### config.mk
export PLATFORM = sky130hd
export DESIGN_NAME = mem_array
export DESIGN_NICKNAME = d
export VERILOG_FILES = /design/src/mem_array.sv
export SDC_FILE = /design/constraint.sdc
export NUM_CORES = 2
export LEC_CHECK = 0
export CORE_MARGIN = 8
export CORE_UTILIZATION = 40
export CTS_CLUSTER_SIZE = 28
export DETAILED_ROUTE_END_ITERATION = 8
export DONT_BUFFER_PORTS = 1
export GPL_TIMING_DRIVEN = 0
export HOLD_SLACK_MARGIN = 0.1
export SLEW_MARGIN = 0
export SYNTH_ARGS = -nofsm -noshare
export SYNTH_HDL_FRONTEND = slang
export SYNTH_SLANG_ARGS = --single-unit
export TNS_END_PERCENT = 20
### constraint.sdc
create_clock -name clk -period 9.8 [get_ports clk]
set_input_delay 1.96 -clock clk [delete_from_list [all_inputs] [get_ports clk]]
set_output_delay 1.96 -clock clk [all_outputs]
set_load 0.005 [all_outputs]
### src/mem_array.sv
`timescale 1ns/1ns
`default_nettype none

module mem_array #(
	parameter int DEPTH = 64
) (
	input  logic        clk,
	input  logic        we,
	input  logic [29:0] waddr,
	input  logic [31:0] wdata,
	input  logic [29:0] raddr,
	output logic [31:0] rdata
);
	localparam int AW = $clog2(DEPTH);

	logic [31:0] mem [DEPTH];

	always_ff @(posedge clk)
	begin
		if (we)
			mem[waddr[AW-1:0]] <= wdata;
	end

	assign rdata = mem[raddr[AW-1:0]];    // Word index, async read

	a_waddr_range: assert property (@(posedge clk) we |-> (waddr < DEPTH))
		else $error("write address %0d beyond depth %0d", waddr, DEPTH);

endmodule

`default_nettype wire

# --- Word-level counts from Yosys, hierarchy flattened ---
# Memories as Yosys holds them, arrays and structs flattened.
# Index checks and enable logic that the tools add are counted.
totals:
  mem_count: 1
  mem_bits_ro: 0
  input_bits: 94
  register_bits: 0
  ramBits: 2048
  wordCells: 3
  latchBits: 0
  out_inout_bits: 32
op_classes:
  order_cmp: 0
  n_eq_ne: 0
  n_addsub: 0
  reduce_logical: 0
  mul: 0
  n_mux: 2
  bitwise: 0
  shifts: 0
  div: 0
memory_table:
  columns: ["memory", "words", "width", "rd", "rd_clocked_by_memory_dff", "write_ports", "line", "rtl"]
  rows:
  - ["mem", 64, 32, 1, 0, 1, "16", "logic [31:0] mem [DEPTH];"]
ops:
  columns: ["operator", "count"]
  rows:
  - ["$mux W1", 2]

# --- Logic depth before layout (Yosys ltp) ---
logic_depth:
  ltp_word: 2
  ltp_mapped: 10

# --- Worst setup path before layout ---
# Ideal clock, no wire load.
synth_path:
  kind: "input to output"
  from: "input port raddr[1]"
  to: "output port rdata[13]"
  slack_ps: 4129
  arrival_ps: 3711
  stages: 7
  path_buffers: 3
  cell_sequence: "buf_2 -> clkbuf_1 -> clkbuf_1 -> mux4_2 -> mux4_2 -> o22ai_1 -> nor2_1"
synth_between:
  elab_chain_cells: 1
synth_lines:
  columns: ["element", "line", "rtl"]
  rows:
  - ["start: declaration", "11", "input logic [29:0] raddr,"]
  - ["$mem_v2 Z64 W32", null, null]
  - ["end: declaration", "12", "output logic [31:0] rdata"]
# Every way passes these cells.

# --- Worst setup path after layout ---
layout_path:
  from: "input port raddr[1]"
  to: "output port rdata[15]"
# Same word-level chain as after synthesis.

==> results.py <==
metrics = {
    "route": {
        "ant_nets": 0,
        "drt_first_pass_iters": 7,
        "totalWireLength_um": 237000,
        "drt_iter0_markers": 5981,
        "vias": 38300,
        "viasPerCell": 6.09,
        "wl_per_cell_um": 37.6,
        "drc": 0,
    },
    "synthesis": {
        "synth_area_leaders": "edfxtp_1 79%, mux4_2 16%, mux2i_1 1.2%",
        "yosysTopAreaCell": "edfxtp_1",
        "ys_types": 33,
        "async_flop_share_pct": 0,
        "synth_top_area_share_pct": 79.0,
        "ys.flop_type": "edfxtp_1",
        "synth_area_um2": 77900,
        "synth_warnings": 0,
        "synth_area_per_cell_um2": 23.7,
        "ys_seq_area_share_pct": 79.0,
        "syn-num-nets": 3386,
        "ys_seq_elements": 2048,
        "synthCells": 3292,
        "synth_edf_count": 2048,
    },
    "grt": {
        "antenna_found_initial": 11,
        "overflow": 0,
        "grt_start_max_net_pins": 65,
        "grt_usage_pct": 22.1,
        "grt_pass1_vias": 37800,
        "grt_pass1_wl_um": 319000,
    },
    "timing": {
        "tightestPinTransition_ps": 1390,
        "setup_viol": 0,
        "rsz0062_at_grt": "no",
        "max_freq_mhz": 117,
        "maxSlewHeadroom_pct": 7.35,
        "min_period_ps": 8540,
        "tns_ps": 0,
        "period_share_pct": 87.1,
        "drv_slew": 0,
        "final_hold_viol_count": 0,
    },
    "cts": {
        "clkTransAtPathRegs_ps": 60,
        "numCtsBuffers": 202,
        "cts_root_buffer": "clkbuf_16",
        "cts.htree.levels": 4,
        "cts_setup_buffers": 0,
        "ctsHoldBuffers": 0,
        "cts_buffer_depth": 3,
        "cts.sinks": 2048,
        "cts_tree": "yes",
        "ctsResizeCount": 0,
    },
    "floorplanning": {
        "ioPinCount": 126,
        "dieHeight_um": 457,
        "std_cell_rows": 162,
        "start_util_pct": 40.1,
        "dieArea_um2": 209000,
        "die_w_um": 457,
        "core_area_um2": 194000,
    },
    "power_and_ir_drop": {
        "powerDensity_nw_per_um2": 200,
        "p_leak_nw": 27.3,
        "total_power_w": 0.0179,
        "vdd_drop_max_v": 0.000182,
    },
    "worst_setup_path": {
        "cp.arrival_ps": 6580,
        "crit_path_start": "raddr[1]",
        "path_class": "input port to output port",
        "critical_path.startpoint_type": "input port",
        "cp.required_ps": 7840,
        "end_kind": "output port",
        "cp_max_fo": 10,
    },
    "placement": {
        "place_hpwl_um": 150000,
        "io_buffers": 0,
        "gp_congestion": 0.896,
    },
    "run": {
        "cap_violations": 0,
    },
    "cells_and_area": {
        "drive_above_1_share_pct": 28.0,
        "area.growth.synth_to_final_pct": 15.0,
        "largest_reg_flops": 2048,
        "nNetsFinal": 3676,
    },
    "run_status": {
        "outcome": "completed",
    },
    "worst_hold_path": {
        "worstHoldStart": "wdata[7]",
        "hp-class": "input port to flop",
    },
}
cells in the mapped netlist, types with 7 or more instances:
library cell and count:
edfxtp_1 2048, mux4_2 544, nor2_1 137, mux2i_1 93, o22ai_1 84, clkbuf_1 74, a21oi_1 62, buf_2 57
o221ai_1 27, nand2_1 26, buf_4 25, buf_1 21, nor2b_1 15, a22oi_1 12, a311oi_1 8, nand2b_1 8
nor3_1 7
power by group:
group	internal, W	switching (W)
logic	0.000316	0.000556
clock network	0.00401	0.00333
registers	0.00969	0.0000125
total	0.0140	0.00390
cell usage in the layout, fill, tap and decap left out, types with 4 or more instances in the layout:
master	Yosys	routed
edfxtp_1	2048	2048
mux4_2	544	544
clkbuf_16	0	202
clkbuf_1	74	128
mux2i_1	93	93
o22ai_1	84	84
nor2_1	137	75
a21oi_1	62	62
nor2_4	0	62
buf_2	57	58
buf_12	0	56
clkinv_1	0	49
clkinv_2	0	35
buf_4	25	27
o221ai_1	27	27
nand2_1	26	26
buf_16	0	22
buf_1	21	20
nor2b_1	15	15
a22oi_1	12	12
buf_6	5	10
nand2b_1	8	8
a311oi_1	8	8
bufinv_16	0	8
diode_2	0	6
nand3b_1	5	5
nor3_1	7	5
nand3_1	5	5
clkinv_8	0	5
and3_1	4	4
a41o_1	4	4
o32ai_1	4	4
clkinv_16	0	4
cell families after synthesis:
kind of cell           count (synthesis)  synth area share (%)
buffers and inverters                182                  1.14
multiplexers                         637                  16.9
AO/OA/AOI/OAI                        202                  1.69
flip-flops                          2048                  79.0
AND/OR/NAND/NOR                      223                  1.28
routing by layer:
metal	up-vias	GRT usage (%)	wire, um
li1	14800	-	-
met1	20700	29.2	88300
met2	2374	34.6	110000
met3	469	6.02	25800
met4	0	9.75	12400
met5	-	0	0
worst max-delay path, stage by stage:
cell and delay (ps):
buf_2 330, buf_2 400, buf_2 400, buf_1 890, nand3b_1 670, o221ai_1 450
a21oi_1 170, a21oi_1 1000, nor2_1 270
area by class of cell:
class                      count  area [um2]
clock inverter               109         901
clock buffer                 257        5260
buffer                       182         888
fill                       15900      105000
tap                         2542        3180
timing repair buffer          86        1810
multi-input combinational   1062       16000
antenna                        6        15.0
sequential                  2048       61500
path summary, 6_finish.rpt:
path,end,cells after the start
setup / recovery,rdata[15],9
hold / removal,mem[31][7]$_DFFE_PP_,0
through the flow:
| step | cell area [um2] | setup WS, ps | utilization [%] | hold WS, ps | cells |
|---|---|---|---|---|---|
| 2_1_floorplan | 77900 | 4130 | - | 2060 | 3292 |
| 3_3_place_gp | 81100 | 1150 | 41.7 | 2070 | 5834 |
| 3_5_place_dp | 83300 | 1630 | 42.9 | 2070 | 5920 |
| 4_1_cts | 89500 | 1620 | 46.1 | 1160 | 6286 |
| 5_1_grt | 89500 | 1330 | 46.1 | 1170 | 6287 |
| 6_report | 89500 | 1260 | 46.1 | 1210 | 6292 |
Note: power is estimated with default switching activity, not from simulation.
