## config.mk

```make
export PLATFORM = sky130hd
export DESIGN_NAME = reg_file
export DESIGN_NICKNAME = d
export VERILOG_FILES = /design/src/mips_isa_pkg.sv /design/src/reg_file.sv
export SDC_FILE = /design/constraint.sdc
export NUM_CORES = 2
export LEC_CHECK = 0
export BUFFER_PORTS_ARGS = -buffer_cell sky130_fd_sc_hd__buf_2
export CORE_MARGIN = 5
export CORE_UTILIZATION = 50
export DETAILED_ROUTE_END_ITERATION = 6
export GPL_ROUTABILITY_DRIVEN = 0
export HOLD_SLACK_MARGIN = 0.12
export PLACE_DENSITY_LB_ADDON = 0.05
export SYNTH_ARGS = -nofsm -noshare
export SYNTH_HDL_FRONTEND = slang
export SYNTH_SLANG_ARGS = --single-unit
```

## constraint.sdc

```tcl
create_clock -name clk -period 2.3 [get_ports clk]
set_clock_uncertainty 0.15 [all_clocks]
set_input_delay 0.46 -clock clk [delete_from_list [all_inputs] [get_ports clk]]
set_output_delay 0.46 -clock clk [all_outputs]
set_load 0.005 [all_outputs]
```

## src/mips_isa_pkg.sv

```systemverilog
`default_nettype none

package mips_isa_pkg;

	typedef logic [4:0] reg_idx_t;

	typedef enum logic [5:0] {
		OP_RTYPE = 6'h00,
		OP_ADDI  = 6'h08,
		OP_LW    = 6'h23,
		OP_SW    = 6'h2b
	} opcode_e;

	typedef enum logic [5:0] {
		FN_ADD = 6'h20,
		FN_SUB = 6'h22,
		FN_AND = 6'h24,
		FN_OR  = 6'h25,
		FN_SLT = 6'h2a
	} funct_e;

	typedef struct packed {
		opcode_e    opcode;
		reg_idx_t   rs;
		reg_idx_t   rt;
		reg_idx_t   rd;
		logic [4:0] shamt;
		funct_e     funct;
	} r_form_t;

	typedef struct packed {
		opcode_e     opcode;
		reg_idx_t    rs;
		reg_idx_t    rt;
		logic [15:0] imm;
	} i_form_t;

	// Same 32-bit word, two views
	typedef union packed {
		r_form_t r;
		i_form_t i;
	} instr_t;

endpackage

`default_nettype wire
```

## src/reg_file.sv

```systemverilog
`timescale 1ns/1ns
`default_nettype none

module reg_file (
	input  logic                   clk,
	input  logic                   arst_n,
	input  logic                   we,
	input  mips_isa_pkg::reg_idx_t waddr,
	input  logic [31:0]            wdata,
	input  mips_isa_pkg::reg_idx_t raddr_a,
	input  mips_isa_pkg::reg_idx_t raddr_b,
	output logic [31:0]            rdata_a,
	output logic [31:0]            rdata_b
);
	logic [31:0] regs [32];

	always_ff @(posedge clk or negedge arst_n)
	begin
		if (!arst_n)
			regs <= '{default: '0};
		else if (we && (waddr != '0))    // r0 is hardwired
			regs[waddr] <= wdata;
	end

	assign rdata_a = regs[raddr_a];
	assign rdata_b = regs[raddr_b];

	a_r0_zero: assert property (@(posedge clk) disable iff (!arst_n)
		(we && (waddr == '0)) |=> (regs[0] == '0))
		else $error("register zero was written");

endmodule

`default_nettype wire

```

After elaboration in Yosys (flattened, before gate mapping):

Index checks and enable logic that the tools add are counted.

* flip-flop bits (word level): 1024
* latch bits: 0
* RAM bits: 0
* memory bits (read-only): 0
* memories: 0

* $add $sub $neg: 0
* $mul: 0
* div/mod/pow operators: 0
* magnitude comparators: 4
* equal/unequal tests: 0
* shift-type cells: 0
* muxes and demuxes: 9
* bitwise logic cells: 3
* reductions and logical operators: 3

Operators with widths (number)
* $bwmux 1024: 1
* $bmux 32 s5: 2
* $demux 32 s5: 1
* $mux 32: 5
* $ge 6x6->1 const B: 3
* $not 5->6: 3
* $lt 6x1->1 const B: 1
* $reduce_bool 5->1: 1
* $logic_and 1x1->1: 2

Depth between registers and ports, before layout:

* depth after elaboration: 6
* gate-level depth with buffers: 8
* mapped depth without buffers: 5

Worst setup path after synthesis:

No wires, ideal clock.

* path type: input-to-output
* start point: in raddr_a[1]
* end point: out rdata_a[11]
* arrival time: 1669 ps
* setup slack: 21 ps
* stages on the path: 8
* path buffers: 4
* cell sequence: buf_2 -> buf_4 -> buf_2 -> buf_2 -> mux2i_1 -> nand2_1 -> a31oi_1 -> nand3_1

* longest elaborated chain between the ends: 4

Ends and longest elaborated chain
* start: declaration: line reg_file.sv:10 `input mips_isa_pkg::reg_idx_t raddr_a,`
* $not 5->6 (not written as such): line reg_file.sv:25 `assign rdata_a = regs[raddr_a];`
* $bmux 32 s5: line reg_file.sv:25
* $mux 32 (not written as such) (2 in series): line reg_file.sv:25
* end: declaration: line reg_file.sv:12 `output logic [31:0] rdata_a,`

No other way between the ends. The select of a mux whose other input is x is not followed.

Worst setup path in the final report:

* start point: in raddr_b[2]
* end point: out rdata_b[19]

* longest elaborated chain between the ends: 4

Ends and longest elaborated chain
* start: declaration: line reg_file.sv:11 `input mips_isa_pkg::reg_idx_t raddr_b,`
* $not 5->6 (not written as such): line reg_file.sv:26 `assign rdata_b = regs[raddr_b];`
* $bmux 32 s5: line reg_file.sv:26
* $mux 32 (not written as such) (2 in series): line reg_file.sv:26
* end: declaration: line reg_file.sv:13 `output logic [31:0] rdata_b`

No other way between the ends. The select of a mux whose other input is x is not followed.

==> impl_metrics.tcl <==
set metrics [dict create \
    first_pass_iters 6 \
    p_total_w 0.0548 \
    cp_cell_sequence "buf_2 -> nor2b_4 -> buf_12 -> buf_4 -> buf_4 -> a22o_1 -> nor3_2 -> a31oi_1 -> nand3_1 -> buf_2" \
    grt_overflow 0 \
    n_fill_cell 8868 \
    die_h_um 344 \
    grt_pass1_wl_mm 286 \
    clkPwrFrac_pct 34.3 \
    clock_sinks 1024 \
    reg_top3 "regs: 1024 flops" \
    final_hold_viol_count 0 \
    hp-class "input port to flip-flop" \
    worstSetupEndpointType "output pin" \
    die_area_um2 119000 \
    path_class "input port to output pin" \
    initial_core_util_pct 50.4 \
    grt_max_degree 63 \
    regMostFlops "regs" \
    fin_cells 6526 \
    dpl_worst_slack_ns -0.698 \
    clock_path_buffers 3 \
    synthArstFlopShare_pct 100 \
    status "finished with violations" \
    relSlewSlack_pct 50.8 \
    rows 122 \
    yosysUniqueCellTypes 28 \
    grt_use_total_pct 32.4 \
    ios 114 \
    finish.net_count 4981 \
    tightestPinTransition_ns 0.735 \
    finalSetupViolCount 64 \
    p_int_w 0.0389 \
    cts_buffers 115 \
    period_share_pct 122 \
    p_seq_share_pct 44.0 \
    rsz0062_at_grt "true" \
    final_cell_mix "1024 x dfrtp_1, 1017 x mux2i_1, 953 x mux2_2, 306 x buf_4, 193 x nand2_1" \
    ys_seq_elements 1024 \
    arrival_ns 2.20 \
    htree_levels 3 \
    syn_nets 4651 \
    maxCapViolCount 0 \
    fin_crit_ns 2.81 \
    finalWirelength_mm 194 \
    die_w_um 344 \
    netlist_instances 4601 \
    ant_nets 0 \
    max_stage_delay_ns 0.24 \
    fmax_mhz 356 \
    antenna_found_initial 18 \
    violations "setup timing" \
    drive_gt1_share_pct 40.3 \
    grt_pass1_vias 41997 \
    critPathRequiredTime_ns 1.69 \
    cpLargestDelayFamily "buffers and inverters" \
    netSwitchingFraction_pct 29.0 \
    crit_path_max_fanout 9 \
    clkTransAtPathRegs_ns 0.06 \
    path_buf_inv 5 \
    yosysSeqAreaShare_pct 45.8 \
    setup_ws_ns -0.505 \
    startpoint_type "input port" \
    dp_cells 6228 \
    yosys_warnings 0 \
    ir_drop_v 0.000714 \
    core_area_um2 111000 \
    drtIter0Drc 2997 \
    power.density_nw_per_um2 793 \
    power_switching_w 0.0159 \
    pwr-share-comb_pct 21.7 \
    route.detailed.drc 0 \
    vias_per_cell 6.22 \
    port_buffers 113 \
    synth_edf_count 0 \
    cts_root_buf "clkbuf_16" \
    layout_commonest_cell "dfrtp_1" \
    dp_hpwl_mm 121 \
    largest_reg_flops 1024 \
    maxSlewViolCount 0 \
    synth_ff_type "dfrtp_1" \
    p_leak_nw 32.8 \
    wire_per_inst_um 29.7 \
    synth_area_um2 55900 \
    cp_slowest_cell "a31oi_1" \
    clkLatencyLatePin_ns 0.71 \
    cts_tree "built" \
    area_growth_pct 23.5 \
    holdWs_ns 0.234 \
    syn_area_per_cell_um2 12.2 \
    vias 40610 \
]
## synth_stat cells (4+ instances only)
cell type  number  area share, %
dfrtp_1      1024             46
mux2i_1      1024             18
mux2_2        953             19
clkbuf_1      224            1.5
nand2_1       210            1.4
nand3_1       194            1.7
a21oi_1       192            1.7
a22oi_1       192            2.6
a22o_1        128            2.0
buf_2         111           0.99
nor3_1         65           0.58
a31oi_1        64           0.72
buf_4          64           0.86
buf_6          48           0.97
mux2_1         39           0.79
buf_1          26           0.17
nor2_4         16           0.32
nand2b_1        4          0.045
nand3b_1        4          0.054
nor2b_1         4          0.045
## power by group through the flow
stage	Clock (W)	Sequential, W	Combinational [W]
finish	0.0188	0.0241	0.0119
floorplan	0	0.0235	0.00750
global placement	0	0.0242	0.0107
global route	0.0198	0.0245	0.0129
CTS	0.0191	0.0240	0.0117
detailed placement	0	0.0243	0.0109
## logic make-up after synthesis
| logic type | Yosys count | share of synthesized area, % |
|---|---|---|
| buf+inv | 473 | 4.50 |
| flops | 1024 | 45.8 |
| simple gates | 512 | 4.39 |
| compound gates | 576 | 7.01 |
| mux | 2016 | 38.3 |
## metal layers
layer | vias to the layer above | part of all wire (%) | global-route usage (%)
li1 | 17706 | - | -
met1 | 21226 | 43 | 43.9
met2 | 1284 | 47 | 52.8
met3 | 394 | 5.6 | 5.13
met4 | 0 | 4.1 | 12.1
met5 | - | 0 | 0
## worst register-to-register path: stages (launching register included)
cell and delay, ns:
dfrtp_1 0.40, buf_4 0.14, mux2_2 0.26
## final cells by class
class,instances,area [µm²],share of cell area (%)
well taps,1488,1860,2.69
multi-input cells,3104,29200,42.2
repair buffers,686,8580,12.4
clock buffers,170,3430,4.96
diodes,11,27.5,0.0398
clock inverters,43,427,0.617
flip-flops and latches,1024,25600,37.1
## per-stage QoR
step	area [µm²]	TNS, ns	utilization [%]
after global routing	69100	-28.40	62.3
after floorplan	55900	0	-
after global placement	62100	-32.76	56.0
final	69100	-23.84	62.3
after CTS	68500	-24.87	61.8
after detailed placement	62100	-36.12	56.0
## final timing paths
path                            cells past startpoint  startpoint  slack, ns     endpoint
worst max register to register                      2   regs[847]       1.23    regs[847]
worst min-delay path                                2   wdata[26]       0.23    regs[730]
worst max-delay path                               10  raddr_b[2]      -0.51  rdata_b[19]
min in group asynchronous                           3      arst_n       0.68    regs[376]
max in group asynchronous                           4      arst_n       0.46     regs[92]
worst min register to register                      0  regs[1019]       0.25   regs[1019]
## repair_timing
action / 4_1_cts / 5_1_grt
pin swaps: 146 / 114
endpoints found under the hold margin: 738 / 0
buffers inserted: 52 / 25
setup endpoints to repair: 64 / 65
cloned: 22 / 5
resized for setup: 318 / 50
hold buffers: 3 / 0
No activity file was read; power rests on OpenSTA's default activity.
