--- src/mips_isa_pkg.sv ---
`default_nettype none

package mips_isa_pkg;

	typedef logic [4:0] reg_idx_t;

	typedef enum logic [5:0] {
		OP_RTYPE = 6'h00,
		OP_ADDI  = 6'h08,
		OP_LW    = 6'h23,
		OP_SW    = 6'h2b
	} opcode_e;

	typedef enum logic [5:0] {
		FN_ADD = 6'h20,
		FN_SUB = 6'h22,
		FN_AND = 6'h24,
		FN_OR  = 6'h25,
		FN_SLT = 6'h2a
	} funct_e;

	typedef struct packed {
		opcode_e    opcode;
		reg_idx_t   rs;
		reg_idx_t   rt;
		reg_idx_t   rd;
		logic [4:0] shamt;
		funct_e     funct;
	} r_form_t;

	typedef struct packed {
		opcode_e     opcode;
		reg_idx_t    rs;
		reg_idx_t    rt;
		logic [15:0] imm;
	} i_form_t;

	// Same 32-bit word, two views
	typedef union packed {
		r_form_t r;
		i_form_t i;
	} instr_t;

endpackage

`default_nettype wire
--- src/pipe_pkg.sv ---
`default_nettype none

package pipe_pkg;

	typedef enum logic [2:0] {
		ALU_ADD,
		ALU_SUB,
		ALU_AND,
		ALU_OR,
		ALU_SLT
	} alu_op_e;

	typedef enum logic [1:0] {
		FWD_REG = 2'd0,
		FWD_WB  = 2'd1,
		FWD_EXM = 2'd2
	} fwd_sel_e;

	typedef struct packed {
		logic    reg_write;
		logic    mem_read;
		logic    mem_write;
		logic    mem_to_reg;
		logic    alu_src_imm;
		alu_op_e alu_op;
	} ctrl_t;

	typedef struct packed {
		mips_isa_pkg::instr_t instr;
	} if_id_t;

	typedef struct packed {
		ctrl_t                  ctrl;
		mips_isa_pkg::reg_idx_t rs;
		mips_isa_pkg::reg_idx_t rt;
		mips_isa_pkg::reg_idx_t dest;
		logic [31:0]            op_a;
		logic [31:0]            op_b;
		logic [31:0]            imm;
	} id_ex_t;

	typedef struct packed {
		ctrl_t                  ctrl;
		mips_isa_pkg::reg_idx_t dest;
		mips_isa_pkg::reg_idx_t rt;    // Store source, for the mem-to-mem copy
		logic [31:0]            alu_result;
		logic [31:0]            store_data;
	} ex_mem_t;

	typedef struct packed {
		ctrl_t                  ctrl;
		mips_isa_pkg::reg_idx_t dest;
		logic [31:0]            result;
	} mem_wb_t;

	typedef struct packed {
		fwd_sel_e   fwd_a;
		fwd_sel_e   fwd_b;
		logic       mem_to_mem;
		logic       stall;
		logic [1:0] id_bypass;    // Bit 0 rs, bit 1 rt
	} hazard_t;

endpackage

`default_nettype wire

--- src/decode_stage.sv ---
`timescale 1ns/1ns
`default_nettype none

module decode_stage (
	input  pipe_pkg::if_id_t       if_id,
	input  pipe_pkg::hazard_t      haz,
	input  pipe_pkg::mem_wb_t      wb,
	input  logic [31:0]            rdata_a,
	input  logic [31:0]            rdata_b,
	output mips_isa_pkg::reg_idx_t raddr_a,
	output mips_isa_pkg::reg_idx_t raddr_b,
	output pipe_pkg::id_ex_t       id_ex_next
);
	import mips_isa_pkg::*;
	import pipe_pkg::*;

	instr_t   instr;
	ctrl_t    ctrl;
	reg_idx_t dest;

	assign instr   = if_id.instr;
	assign raddr_a = instr.r.rs;
	assign raddr_b = instr.r.rt;

	always_comb
	begin
		ctrl = '0;
		dest = '0;
		case (instr.r.opcode)
			OP_RTYPE:
			begin
				ctrl.reg_write = 1'b1;
				dest           = instr.r.rd;
				case (instr.r.funct)
					FN_ADD: ctrl.alu_op = ALU_ADD;
					FN_SUB: ctrl.alu_op = ALU_SUB;
					FN_AND: ctrl.alu_op = ALU_AND;
					FN_OR:  ctrl.alu_op = ALU_OR;
					FN_SLT: ctrl.alu_op = ALU_SLT;
					default:
					begin
						ctrl.reg_write = 1'b0;    // nop and unknown funct
						dest           = '0;
					end
				endcase
			end
			OP_ADDI:
			begin
				ctrl.reg_write   = 1'b1;
				ctrl.alu_src_imm = 1'b1;
				dest             = instr.i.rt;
			end
			OP_LW:
			begin
				ctrl.reg_write   = 1'b1;
				ctrl.mem_read    = 1'b1;
				ctrl.mem_to_reg  = 1'b1;
				ctrl.alu_src_imm = 1'b1;
				dest             = instr.i.rt;
			end
			OP_SW:
			begin
				ctrl.mem_write   = 1'b1;
				ctrl.alu_src_imm = 1'b1;
			end
			default: ;
		endcase

		if (haz.stall)
			ctrl = '0;    // Bubble

		id_ex_next.ctrl = ctrl;
		id_ex_next.rs   = instr.r.rs;
		id_ex_next.rt   = instr.r.rt;
		id_ex_next.dest = dest;
		id_ex_next.op_a = haz.id_bypass[0] ? wb.result : rdata_a;
		id_ex_next.op_b = haz.id_bypass[1] ? wb.result : rdata_b;
		id_ex_next.imm  = {{16{instr.i.imm[15]}}, instr.i.imm};
	end

endmodule

`default_nettype wire

--- config.mk ---
export PLATFORM = sky130hd
export DESIGN_NAME = decode_stage
export DESIGN_NICKNAME = d
export VERILOG_FILES = /design/src/mips_isa_pkg.sv /design/src/pipe_pkg.sv /design/src/decode_stage.sv
export SDC_FILE = /design/constraint.sdc
export NUM_CORES = 1
export LEC_CHECK = 0
export BUFFER_PORTS_ARGS = -buffer_cell sky130_fd_sc_hd__buf_2
export CAP_MARGIN = 20
export CORE_AREA = 2 2 108 110
export DETAILED_ROUTE_END_ITERATION = 6
export DIE_AREA = 0 0 110 112
export PLACE_DENSITY = 0.45
export SYNTH_ARGS = -nofsm -noshare
export SYNTH_HDL_FRONTEND = slang
export SYNTH_SLANG_ARGS = --single-unit
export TNS_END_PERCENT = 20
--- constraint.sdc ---
create_clock -name vclk -period 0.8
set_input_delay 0 -clock vclk [all_inputs]
set_output_delay 0 -clock vclk [all_outputs]
set_load 0.1 [all_outputs]
# Word level (Yosys, flattened, before mapping)
# Cells that the tools add are included.
[totals]
register_bits = 0
in_bits = 149
out_inout_bits = 129
wordCells = 24
[op_classes]
eq_ne = 8
muxes = 12
n_reduce_logical = 4
[ops]
columns = ["cell", "n"]
rows = [
  ["two-way mux 32 bit", 2],
  ["equality test 6 bit, second input constant", 7],
  ["one-hot mux 3 bit (4 select lines)", 1],
  ["one-hot mux 5 bit (2 select lines)", 1],
  ["two-way mux 8 bit", 1],
  ["equality test 6 x 4 -> 1 bit, second input constant", 1],
  ["logical NOT 6 bit", 1],
  ["two-way mux 5 bit", 1],
  ["OR reduction 5 bit", 1],
  ["two-way mux 1 bit", 4],
  ["two-way mux 3 bit", 1],
  ["OR reduction 3 bit", 1],
  ["one-hot mux 1 bit (2 select lines)", 1],
  ["OR reduction 2 bit", 1],
]

# Depth between registers and ports, before layout
[logic_depth]
ltp_word = 5
mapped_depth = 4
mapped_depth_nobuf = 4

# Least setup slack after synthesis
# OpenSTA, ideal clock, no wires.
[synth_timing]
path_kind = "input -> output"
from = "input port if_id[28] (netlist bit)"
to = "output port id_ex_next[114] (netlist bit)"
arrival_time_ns = 4.215
required_ns = 0.800
slack_ns = -3.415
stages = 3
n_path_buf = 0
cell_sequence = "or2_1 > nor4b_1 > a21o_1"
[synth_rtl]
columns = ["element", "line_no", "rtl"]
rows = [
  ["from (decl)", "decode_stage.sv:5", "input pipe_pkg::if_id_t if_id,"],
  ["to (decl)", "decode_stage.sv:12", "output pipe_pkg::id_ex_t id_ex_next"],
]

==> impl_metrics.ini <==
[placement]
pre_cts_ws_ps = -412
hpwl_mm = 6.85
port_buffers = 235
dp.cells = 497
routabilityCongestion = 0.743

[synthesis]
synth_cell_types = 22
avgSynthCellArea_um2 = 8.95
syn-num-nets = 303
yosysWarningCount = 0
yosys.area.top_type = mux2_2
ys_seq_area_frac = 0
netlist_instances = 154
yosys-top-cells-count = mux2_2, buf_4, buf_2
synth_most_common_cell = mux2_2
synthTopCellsByArea = mux2_2, buf_4, mux2_1
synth_area_mm2 = 0.00138
synth_top_area_frac = 0.498

[global_route]
antenna_found_initial = 1
gr-usage-all-layers = 0.118
grt_pass1_wl_mm = 11.2
grt_overflow_total = 0
grt_pass1_vias = 2096
grt_max_degree = 18

[power_and_ir_drop]
p_leak_nw = 2.05
switching_share = 0.660
internal_power_mw = 1.72
p_per_area_mw_per_mm2 = 1180
netSwitchingPower_mw = 3.34
comb_power_share = 1.000
power_frac_seq = 0
irDropWorstVdd_mv = 0.689
power_frac_clock = 0

[clock_tree]
hold_buffers = 0
post_cts_buffers = 0

[cells_and_area]
nClkBuffers = 0
fin_nets = 507
finalNonFillerCells = 499
layout-drive-gt1-share = 0.972
register_area_um2 = 0
diodes = 0
synthToLayoutAreaGrowth_pct = 212
nFlopsAndLatches = 0

[status]
violations = setup timing
outcome = finished with violations

[worst_setup_path]
cp.required_ps = 800
cp.arrival_ps = 1110
cp-start-kind = input port
cp_max_fo = 6
critPathKind = in2out
end_kind = output port

[timing]
rsz0062_at_grt = true
fin_hold_ws_ps = 0.0360
max_slew_margin = 0.811
slew_viol_final = 0
fin_crit_sh = 1.39
finalSetupViolCount = 30
setup_tns_ps = -3590
period_needed_ps = 1110
setup_slack_ps = -309
clock.fmax_mhz = 902
tightest_slew_ps = 281
finalHoldViolCount = 0

[die]
dieArea_mm2 = 0.0123
die_w_um = 110
die_y_um = 112
ioPinCount = 278
initial_utilization = 0.123
coreArea_mm2 = 0.0112
fp-row-count = 39

[routing]
vias = 1956
wirelength_mm = 8.24
wl_per_cell_um = 16.5
firstDrtPassIters = 4
drc = 0
viasPerCell = 3.92
drtIter0Drc = 37
antenna_left = 0

[min_path]
min_from = if_id[7]
holdPathEnd = id_ex_next[7]
hp-class = in2out
worstHoldPathCells = 0

[job]
maxCapViolations = 0
==> critical path: stages <==
cell      delay [ps]
buf_6            100
nor3_4           220
nand3_4          110
a211oi_4         210
buf_12           160
a22o_4           140
buf_12           160
==> per-layer routing <==
metal / wire length [um] / GRT usage / up-vias
li1: - / - / 907
met1: 2740 / 0.114 / 907
met2: 4620 / 0.253 / 126
met5: 10 / 0 / -
met3: 784 / 0.0246 / 14
met4: 86 / 0.00928 / 2
==> layout by cell type (no fill, tap or decap), drive strengths merged <==
master	Yosys	layout
buf	59	263
o22ai	1	1
nor3b	1	1
or2	1	1
nand2b	2	2
nand2	1	1
a22o	5	5
nor4b	1	1
nand3	3	3
nor2	1	1
o21a	1	1
a211oi	1	1
inv	3	3
a21o	1	1
nor4	4	4
o31ai	1	1
nor3	1	1
mux2	65	65
==> stage by stage <==
step	utilization	power, mW	area, um^2
detailed placement	0.337	4.63	3760
floorplan	-	3.59	1550
finish	0.385	5.07	4300
global placement	0.337	4.60	3760
CTS	0.378	5.01	4220
global route	0.385	5.19	4300
==> timing repair <==
item,4_1_cts,5_1_grt
pin swaps,15,2
resized for setup,122,19
setup endpoints to repair,77,66
gates cloned,2,0
==> logic make-up (layout without fill, tap and decap cells) <==
logic type,after synthesis,count (layout),share of synthesized area
muxes,65,65,0.531
buffers and inverters,64,266,0.324
and+or+nand+nor,15,15,0.0744
AOI/OAI and AO/OA,10,10,0.0708
==> power by group through the flow <==
| stage | registers (mW) | clock network, mW | logic [mW] |
|---|---|---|---|
| 2_1_floorplan | 0 | 0 | 3.59 |
| 3_3_place_gp | 0 | 0 | 4.60 |
| 3_5_place_dp | 0 | 0 | 4.63 |
| 4_1_cts | 0 | 0 | 5.01 |
| 5_1_grt | 0 | 0 | 5.19 |
| 6_report | 0 | 0 | 5.07 |
==> area by class of cell <==
type               instances  area (um^2)
fillers                 1069         6870
multi-input cells         90         1160
repair buffers           263         2960
well taps                143          179
inverters                  3         11.3
==> worst max path at each step <==
stage | endpoint | slack [ps] | start | cells after the start
after CTS | id_ex_next[100] | -320 | if_id[27] | 7
after global placement | id_ex_next[100] | -390 | if_id[31] | 7
after global routing | id_ex_next[98] | -360 | if_id[4] | 7
after floorplan | id_ex_next[114] | -980 | if_id[28] | 3
after detailed placement | id_ex_next[97] | -410 | if_id[31] | 7
final | id_ex_next[98] | -310 | if_id[27] | 7
No activity file was read; power rests on OpenSTA's default activity.
