$ cat src/mips_isa_pkg.sv
`default_nettype none

package mips_isa_pkg;

	typedef logic [4:0] reg_idx_t;

	typedef enum logic [5:0] {
		OP_RTYPE = 6'h00,
		OP_ADDI  = 6'h08,
		OP_LW    = 6'h23,
		OP_SW    = 6'h2b
	} opcode_e;

	typedef enum logic [5:0] {
		FN_ADD = 6'h20,
		FN_SUB = 6'h22,
		FN_AND = 6'h24,
		FN_OR  = 6'h25,
		FN_SLT = 6'h2a
	} funct_e;

	typedef struct packed {
		opcode_e    opcode;
		reg_idx_t   rs;
		reg_idx_t   rt;
		reg_idx_t   rd;
		logic [4:0] shamt;
		funct_e     funct;
	} r_form_t;

	typedef struct packed {
		opcode_e     opcode;
		reg_idx_t    rs;
		reg_idx_t    rt;
		logic [15:0] imm;
	} i_form_t;

	// Same 32-bit word, two views
	typedef union packed {
		r_form_t r;
		i_form_t i;
	} instr_t;

endpackage

`default_nettype wire
$ cat src/pipe_pkg.sv
`default_nettype none

package pipe_pkg;

	typedef enum logic [2:0] {
		ALU_ADD,
		ALU_SUB,
		ALU_AND,
		ALU_OR,
		ALU_SLT
	} alu_op_e;

	typedef enum logic [1:0] {
		FWD_REG = 2'd0,
		FWD_WB  = 2'd1,
		FWD_EXM = 2'd2
	} fwd_sel_e;

	typedef struct packed {
		logic    reg_write;
		logic    mem_read;
		logic    mem_write;
		logic    mem_to_reg;
		logic    alu_src_imm;
		alu_op_e alu_op;
	} ctrl_t;

	typedef struct packed {
		mips_isa_pkg::instr_t instr;
	} if_id_t;

	typedef struct packed {
		ctrl_t                  ctrl;
		mips_isa_pkg::reg_idx_t rs;
		mips_isa_pkg::reg_idx_t rt;
		mips_isa_pkg::reg_idx_t dest;
		logic [31:0]            op_a;
		logic [31:0]            op_b;
		logic [31:0]            imm;
	} id_ex_t;

	typedef struct packed {
		ctrl_t                  ctrl;
		mips_isa_pkg::reg_idx_t dest;
		mips_isa_pkg::reg_idx_t rt;    // Store source, for the mem-to-mem copy
		logic [31:0]            alu_result;
		logic [31:0]            store_data;
	} ex_mem_t;

	typedef struct packed {
		ctrl_t                  ctrl;
		mips_isa_pkg::reg_idx_t dest;
		logic [31:0]            result;
	} mem_wb_t;

	typedef struct packed {
		fwd_sel_e   fwd_a;
		fwd_sel_e   fwd_b;
		logic       mem_to_mem;
		logic       stall;
		logic [1:0] id_bypass;    // Bit 0 rs, bit 1 rt
	} hazard_t;

endpackage

`default_nettype wire

$ cat src/exec_stage.sv
`timescale 1ns/1ns
`default_nettype none

module exec_stage (
	input  pipe_pkg::id_ex_t  id_ex,
	input  pipe_pkg::hazard_t haz,
	input  logic [31:0]       ex_mem_result,
	input  logic [31:0]       wb_result,
	output pipe_pkg::ex_mem_t ex_mem_next
);
	import pipe_pkg::*;

	logic [31:0] op_a;
	logic [31:0] op_b_fwd;
	logic [31:0] op_b;
	logic [31:0] alu_y;

	always_comb
	begin
		case (haz.fwd_a)
			FWD_EXM: op_a = ex_mem_result;
			FWD_WB:  op_a = wb_result;
			default: op_a = id_ex.op_a;
		endcase

		case (haz.fwd_b)
			FWD_EXM: op_b_fwd = ex_mem_result;
			FWD_WB:  op_b_fwd = wb_result;
			default: op_b_fwd = id_ex.op_b;
		endcase

		op_b = id_ex.ctrl.alu_src_imm ? id_ex.imm : op_b_fwd;

		case (id_ex.ctrl.alu_op)
			ALU_SUB: alu_y = op_a - op_b;
			ALU_AND: alu_y = op_a & op_b;
			ALU_OR:  alu_y = op_a | op_b;
			ALU_SLT: alu_y = {31'd0, $signed(op_a) < $signed(op_b)};
			default: alu_y = op_a + op_b;
		endcase
	end

	assign ex_mem_next = '{
		ctrl:       id_ex.ctrl,
		dest:       id_ex.dest,
		rt:         id_ex.rt,
		alu_result: alu_y,
		store_data: op_b_fwd    // Forwarded rt, not the immediate
	};

endmodule

`default_nettype wire

$ cat config.mk
export PLATFORM = sky130hd
export DESIGN_NAME = exec_stage
export DESIGN_NICKNAME = d
export VERILOG_FILES = /design/src/mips_isa_pkg.sv /design/src/pipe_pkg.sv /design/src/exec_stage.sv
export SDC_FILE = /design/constraint.sdc
export NUM_CORES = 1
export LEC_CHECK = 0
export BUFFER_PORTS_ARGS = -buffer_cell sky130_fd_sc_hd__buf_2
export CAP_MARGIN = 20
export CORE_AREA = 2 2 127 129
export DETAILED_ROUTE_END_ITERATION = 16
export DIE_AREA = 0 0 129 131
export PLACE_DENSITY = 0.74
export SYNTH_ARGS = -nofsm -noshare
export SYNTH_HDL_FRONTEND = slang
export SYNTH_SLANG_ARGS = --single-unit
$ cat constraint.sdc
create_clock -name vclk -period 5.48
set_clock_uncertainty 0.2 [all_clocks]
set_input_delay 0.548 -clock vclk [all_inputs]
set_output_delay 0.548 -clock vclk [all_outputs]
set_load 0.005 [all_outputs]
### Word level (Yosys, flattened, before mapping)

Index checks and enable logic that the tools add are counted.

| word-level totals | value |
|---|---|
| bits of input ports | 191 |
| register bits | 0 |
| output and inout bits | 82 |
| word-level logic and storage cells | 17 |

| operators by class | value |
|---|---|
| bitwise operators | 2 |
| multiplexer cells | 4 |
| $lt $le $gt $ge | 1 |
| eq/ne operators | 8 |
| add/subtract/negate cells | 2 |

Operators by type and width:

| kind | count |
|---|---|
| $pmux W32 S2 | 2 |
| $pmux W32 S4 | 1 |
| $add A32 B32 Y32 | 1 |
| $and A32 B32 Y32 | 1 |
| $lt A32 B32 Y1 | 1 |
| $mux W32 | 1 |
| $or A32 B32 Y32 | 1 |
| $sub A32 B32 Y32 | 1 |
| $eq A3 B2 Y1 const B | 2 |
| $eq A2 B1 Y1 const B | 2 |
| $eq A2 B2 Y1 const B | 2 |
| $eq A3 B1 Y1 const B | 1 |
| $eq A3 B3 Y1 const B | 1 |

### Longest topological paths before layout

| depth | value |
|---|---|
| depth after elaboration | 5 |
| gate-level depth with buffers | 19 |
| depth with buffers taken out | 18 |

### Least setup slack after synthesis

Ideal clock, no wire load.

| path | value |
|---|---|
| kind | input to output |
| start | input port haz[4] in the netlist's numbering |
| end | output port ex_mem_next[60] in the netlist's numbering |
| path buffers | 2 |
| setup slack | 423 ps |
| cell stages on the path | 18 |
| arrival | 4309 ps |
| cell sequence | inv_1 -> ha_1 -> clkbuf_1 -> buf_1 -> a21oi_1 -> o21ai_0 -> ha_1 -> inv_1 -> fa_1 -> nor2b_1 -> o211ai_1 -> a21oi_1 -> o21a_1 -> a211o_1 -> a21oi_1 -> o31a_1 -> or4_1 -> a31oi_1 |

RTL lines:

| element | line | RTL |
|---|---|---|
| start: declaration | exec_stage.sv:6 | `input pipe_pkg::hazard_t haz,` |
| end: declaration | exec_stage.sv:9 | `output pipe_pkg::ex_mem_t ex_mem_next` |

==> results.md <==
- Status: finished clean
- Hpwl dp: 23,040 µm
- Crit path cell chain: buf_2 -> inv_1 -> ha_1 -> buf_4 -> a22oi_1 -> nor2_1 -> a21oi_1 -> o21ai_1 -> buf_4 -> ha_1 -> o21ba_2 -> or4_4 -> a211oi_2 -> a211o_2 -> a221o_2 -> a31oi_4 -> o311a_1 -> or3_1 -> a22o_1 -> buf_2
- Num sequential: 0
- CP Launch Type: primary input
- Die W: 129 µm
- Setup TNS: 0 ns
- Pre-Repair DR Iteration Count: 8
- FILL cells: 1,636
- Post-Synthesis Cells: 1,134
- Max-Cap Viols: 0
- Actual slew at the worst max-slew pin: 0.9023 ns
- Ports: 273
- Peak supply drop: 0.1012 mV
- Fmax: 188.3 MHz
- Global Route Usage Sum: 31.73%
- DIE AREA: 0.01690 mm²
- Antenna viol nets, final: 0
- Fin. max-slew vios: 0
- Multi-input logic area: 0.005964 mm²
- Worst Path Arrival: 4.56 ns
- Row count: 46
- Sequential-to-total area share from yosys stat: 0%
- Final min period: 5.310 ns
- Via-to-Cell Ratio: 6.034
- Fin. Hold Viols: 0
- Largest net degree at the start of global routing: 61
- Netlist cell types: 73
- Final net count: 1,623
- Slew headroom: 39.62%
- First-pass GRT wire length: 43,320 µm
- Power Total: 1442 µW
- Final setup margin: 0.1703 ns
- Cell Area, Synth: 0.006817 mm²
- DRT Wirelength: 28,420 µm
- Clk_buf instances: 0
- Period utilization: 96.89%
- Critical path fanouts, max: 8
- Antenna violations before repair: 3
- DR iter-0 viols: 1,041
- Critical Path RT: 4.73 ns
- GRT overflow: 0
- Area growth syn-to-layout: 23.44%
- Vias: 9,335
- Initial core utilization: 43.70%
- Pwr/cell area: 171.4 mW/mm²
- Reg area: 0 µm²
- Syn avg cell area: 6.011 µm²
- Drt wl/cell: 18.37 µm
- Static Leakage: 0.004223 µW
- Layout cells sized above 1: 24.47%
- Max stage delay on crit path: 0.45 ns
- Place WS: 0.07507 ns
- Die Y-Extent: 131 µm
- Core Area: 0.01560 mm²
- IO Port Bufs: 236
- Slowest cell on crit path: or4_4
- DRC: 0
- Vias in the first global route: 8,272
- CTS Hold Bufs: 0
- Synth Warn #: 0
- Crit path capture type: output pin
- Synthesized Nets: 1,427
- # setup viols final: 0
- Worst hold-check path type: in2out
- Crit Path Class: in2out
- Placer Congestion: 1.027
[critical path: cells and delay by family]
family | cells | cell delay, ns
buffers and inverters | 5 | 0.66
and+or+nand+nor | 3 | 0.83
AOI/OAI and AO/OA | 10 | 1.98
adders and majority gates | 2 | 0.54
[placed cells by master (no fill, tap or decap), types with 22 or more instances in the layout]
cell     Yosys  routed
a21oi_1     94      93
o22ai_1     22      22
a22oi_1     68      68
inv_1      134     134
buf_2        6     236
o21ai_0    126     124
nor2_1     107     107
buf_4       18      51
nand2_1    128     128
ha_1       100      95
[power breakdown]
part / internal (µW) / leakage (µW) / switching [µW]
Combinational: 578 / 0.00422 / 865
Sequential: 0 / 0 / 0
Clock: 0.0000733 / 0.0000000190 / 0
Total: 578 / 0.00422 / 865
[cell usage after synthesis, types with 4 or more instances]
| cell | instances | share of area, % |
|---|---|---|
| inv_1 | 134 | 7.4 |
| nand2_1 | 128 | 7.0 |
| o21ai_0 | 126 | 9.3 |
| nor2_1 | 107 | 5.9 |
| ha_1 | 100 | 18 |
| a21oi_1 | 94 | 6.9 |
| a22oi_1 | 68 | 7.5 |
| clkbuf_1 | 64 | 3.5 |
| o22ai_1 | 22 | 2.0 |
| buf_4 | 18 | 2.0 |
| o211ai_1 | 15 | 1.7 |
| a31oi_1 | 14 | 1.3 |
| nor4_1 | 14 | 1.3 |
| a21o_1 | 13 | 1.4 |
| o21bai_1 | 13 | 1.4 |
| a221oi_1 | 11 | 1.4 |
| nand4_1 | 11 | 1.0 |
| nor3_1 | 11 | 0.81 |
| o21a_1 | 11 | 1.2 |
| buf_1 | 10 | 0.55 |
| nand2b_1 | 10 | 0.92 |
| a211oi_1 | 9 | 0.99 |
| nand3_1 | 9 | 0.66 |
| nor2b_1 | 9 | 0.83 |
| o31ai_1 | 8 | 0.88 |
| a311oi_1 | 6 | 0.77 |
| buf_2 | 6 | 0.44 |
| or3_1 | 6 | 0.55 |
| o2111ai_1 | 4 | 0.51 |
| o211a_1 | 4 | 0.59 |
| o21ba_2 | 4 | 0.59 |
| o221a_2 | 4 | 0.66 |
| o41ai_1 | 4 | 0.51 |
[stage by stage]
stage               utilization, %  cell area [µm²]  hold WS [ns]  instances
floorplan                        -             6817        0.9768       1134
global placement             53.11             8284        0.8960       1535
detailed placement           53.11             8284        0.8960       1535
CTS                          53.11             8284        0.8960       1535
global route                 53.95             8414        0.8960       1547
finish                       53.95             8414        0.8960       1547
[logic make-up (layout without fill, tap and decap cells)]
logic type,Yosys count,in the layout,share of synthesized area [%]
compound gates,468,468,44.86
xor+xnor,3,3,0.3855
fa+ha+maj,102,102,18.94
buf+inv,233,427,14.04
mux,4,4,0.6057
other cells,0,3,0
simple gates,324,324,21.16
[layout make-up]
cell class / count / share of cell area (%)
repair buffers: 293 / 19.84
well taps: 216 / 3.212
diodes: 3 / 0.08922
inverters: 134 / 5.978
multi-input cells: 901 / 70.88
[what timing repair did]
| item | CTS | global route |
|---|---|---|
| gates resized for setup | 0 | 14 |
| endpoints found under the setup margin | 0 | 12 |
| endpoints found under the hold margin | 0 | 0 |
| setup buffers | 0 | 9 |
[path summary, 6_finish.rpt]
check / start / end / cells after the start
hold / removal: id_ex[96] / ex_mem_next[69] / 0
setup / recovery: haz[5] / ex_mem_next[55] / 20
[per-layer routing]
layer,GRT usage (%),wire (µm),vias up
met5,0,0,-
met4,6.458,718,0
met3,3.950,2799,63
met2,52.16,12740,572
met1,44.67,12160,4248
li1,-,-,4452
Power figures use the tool's default switching activity.
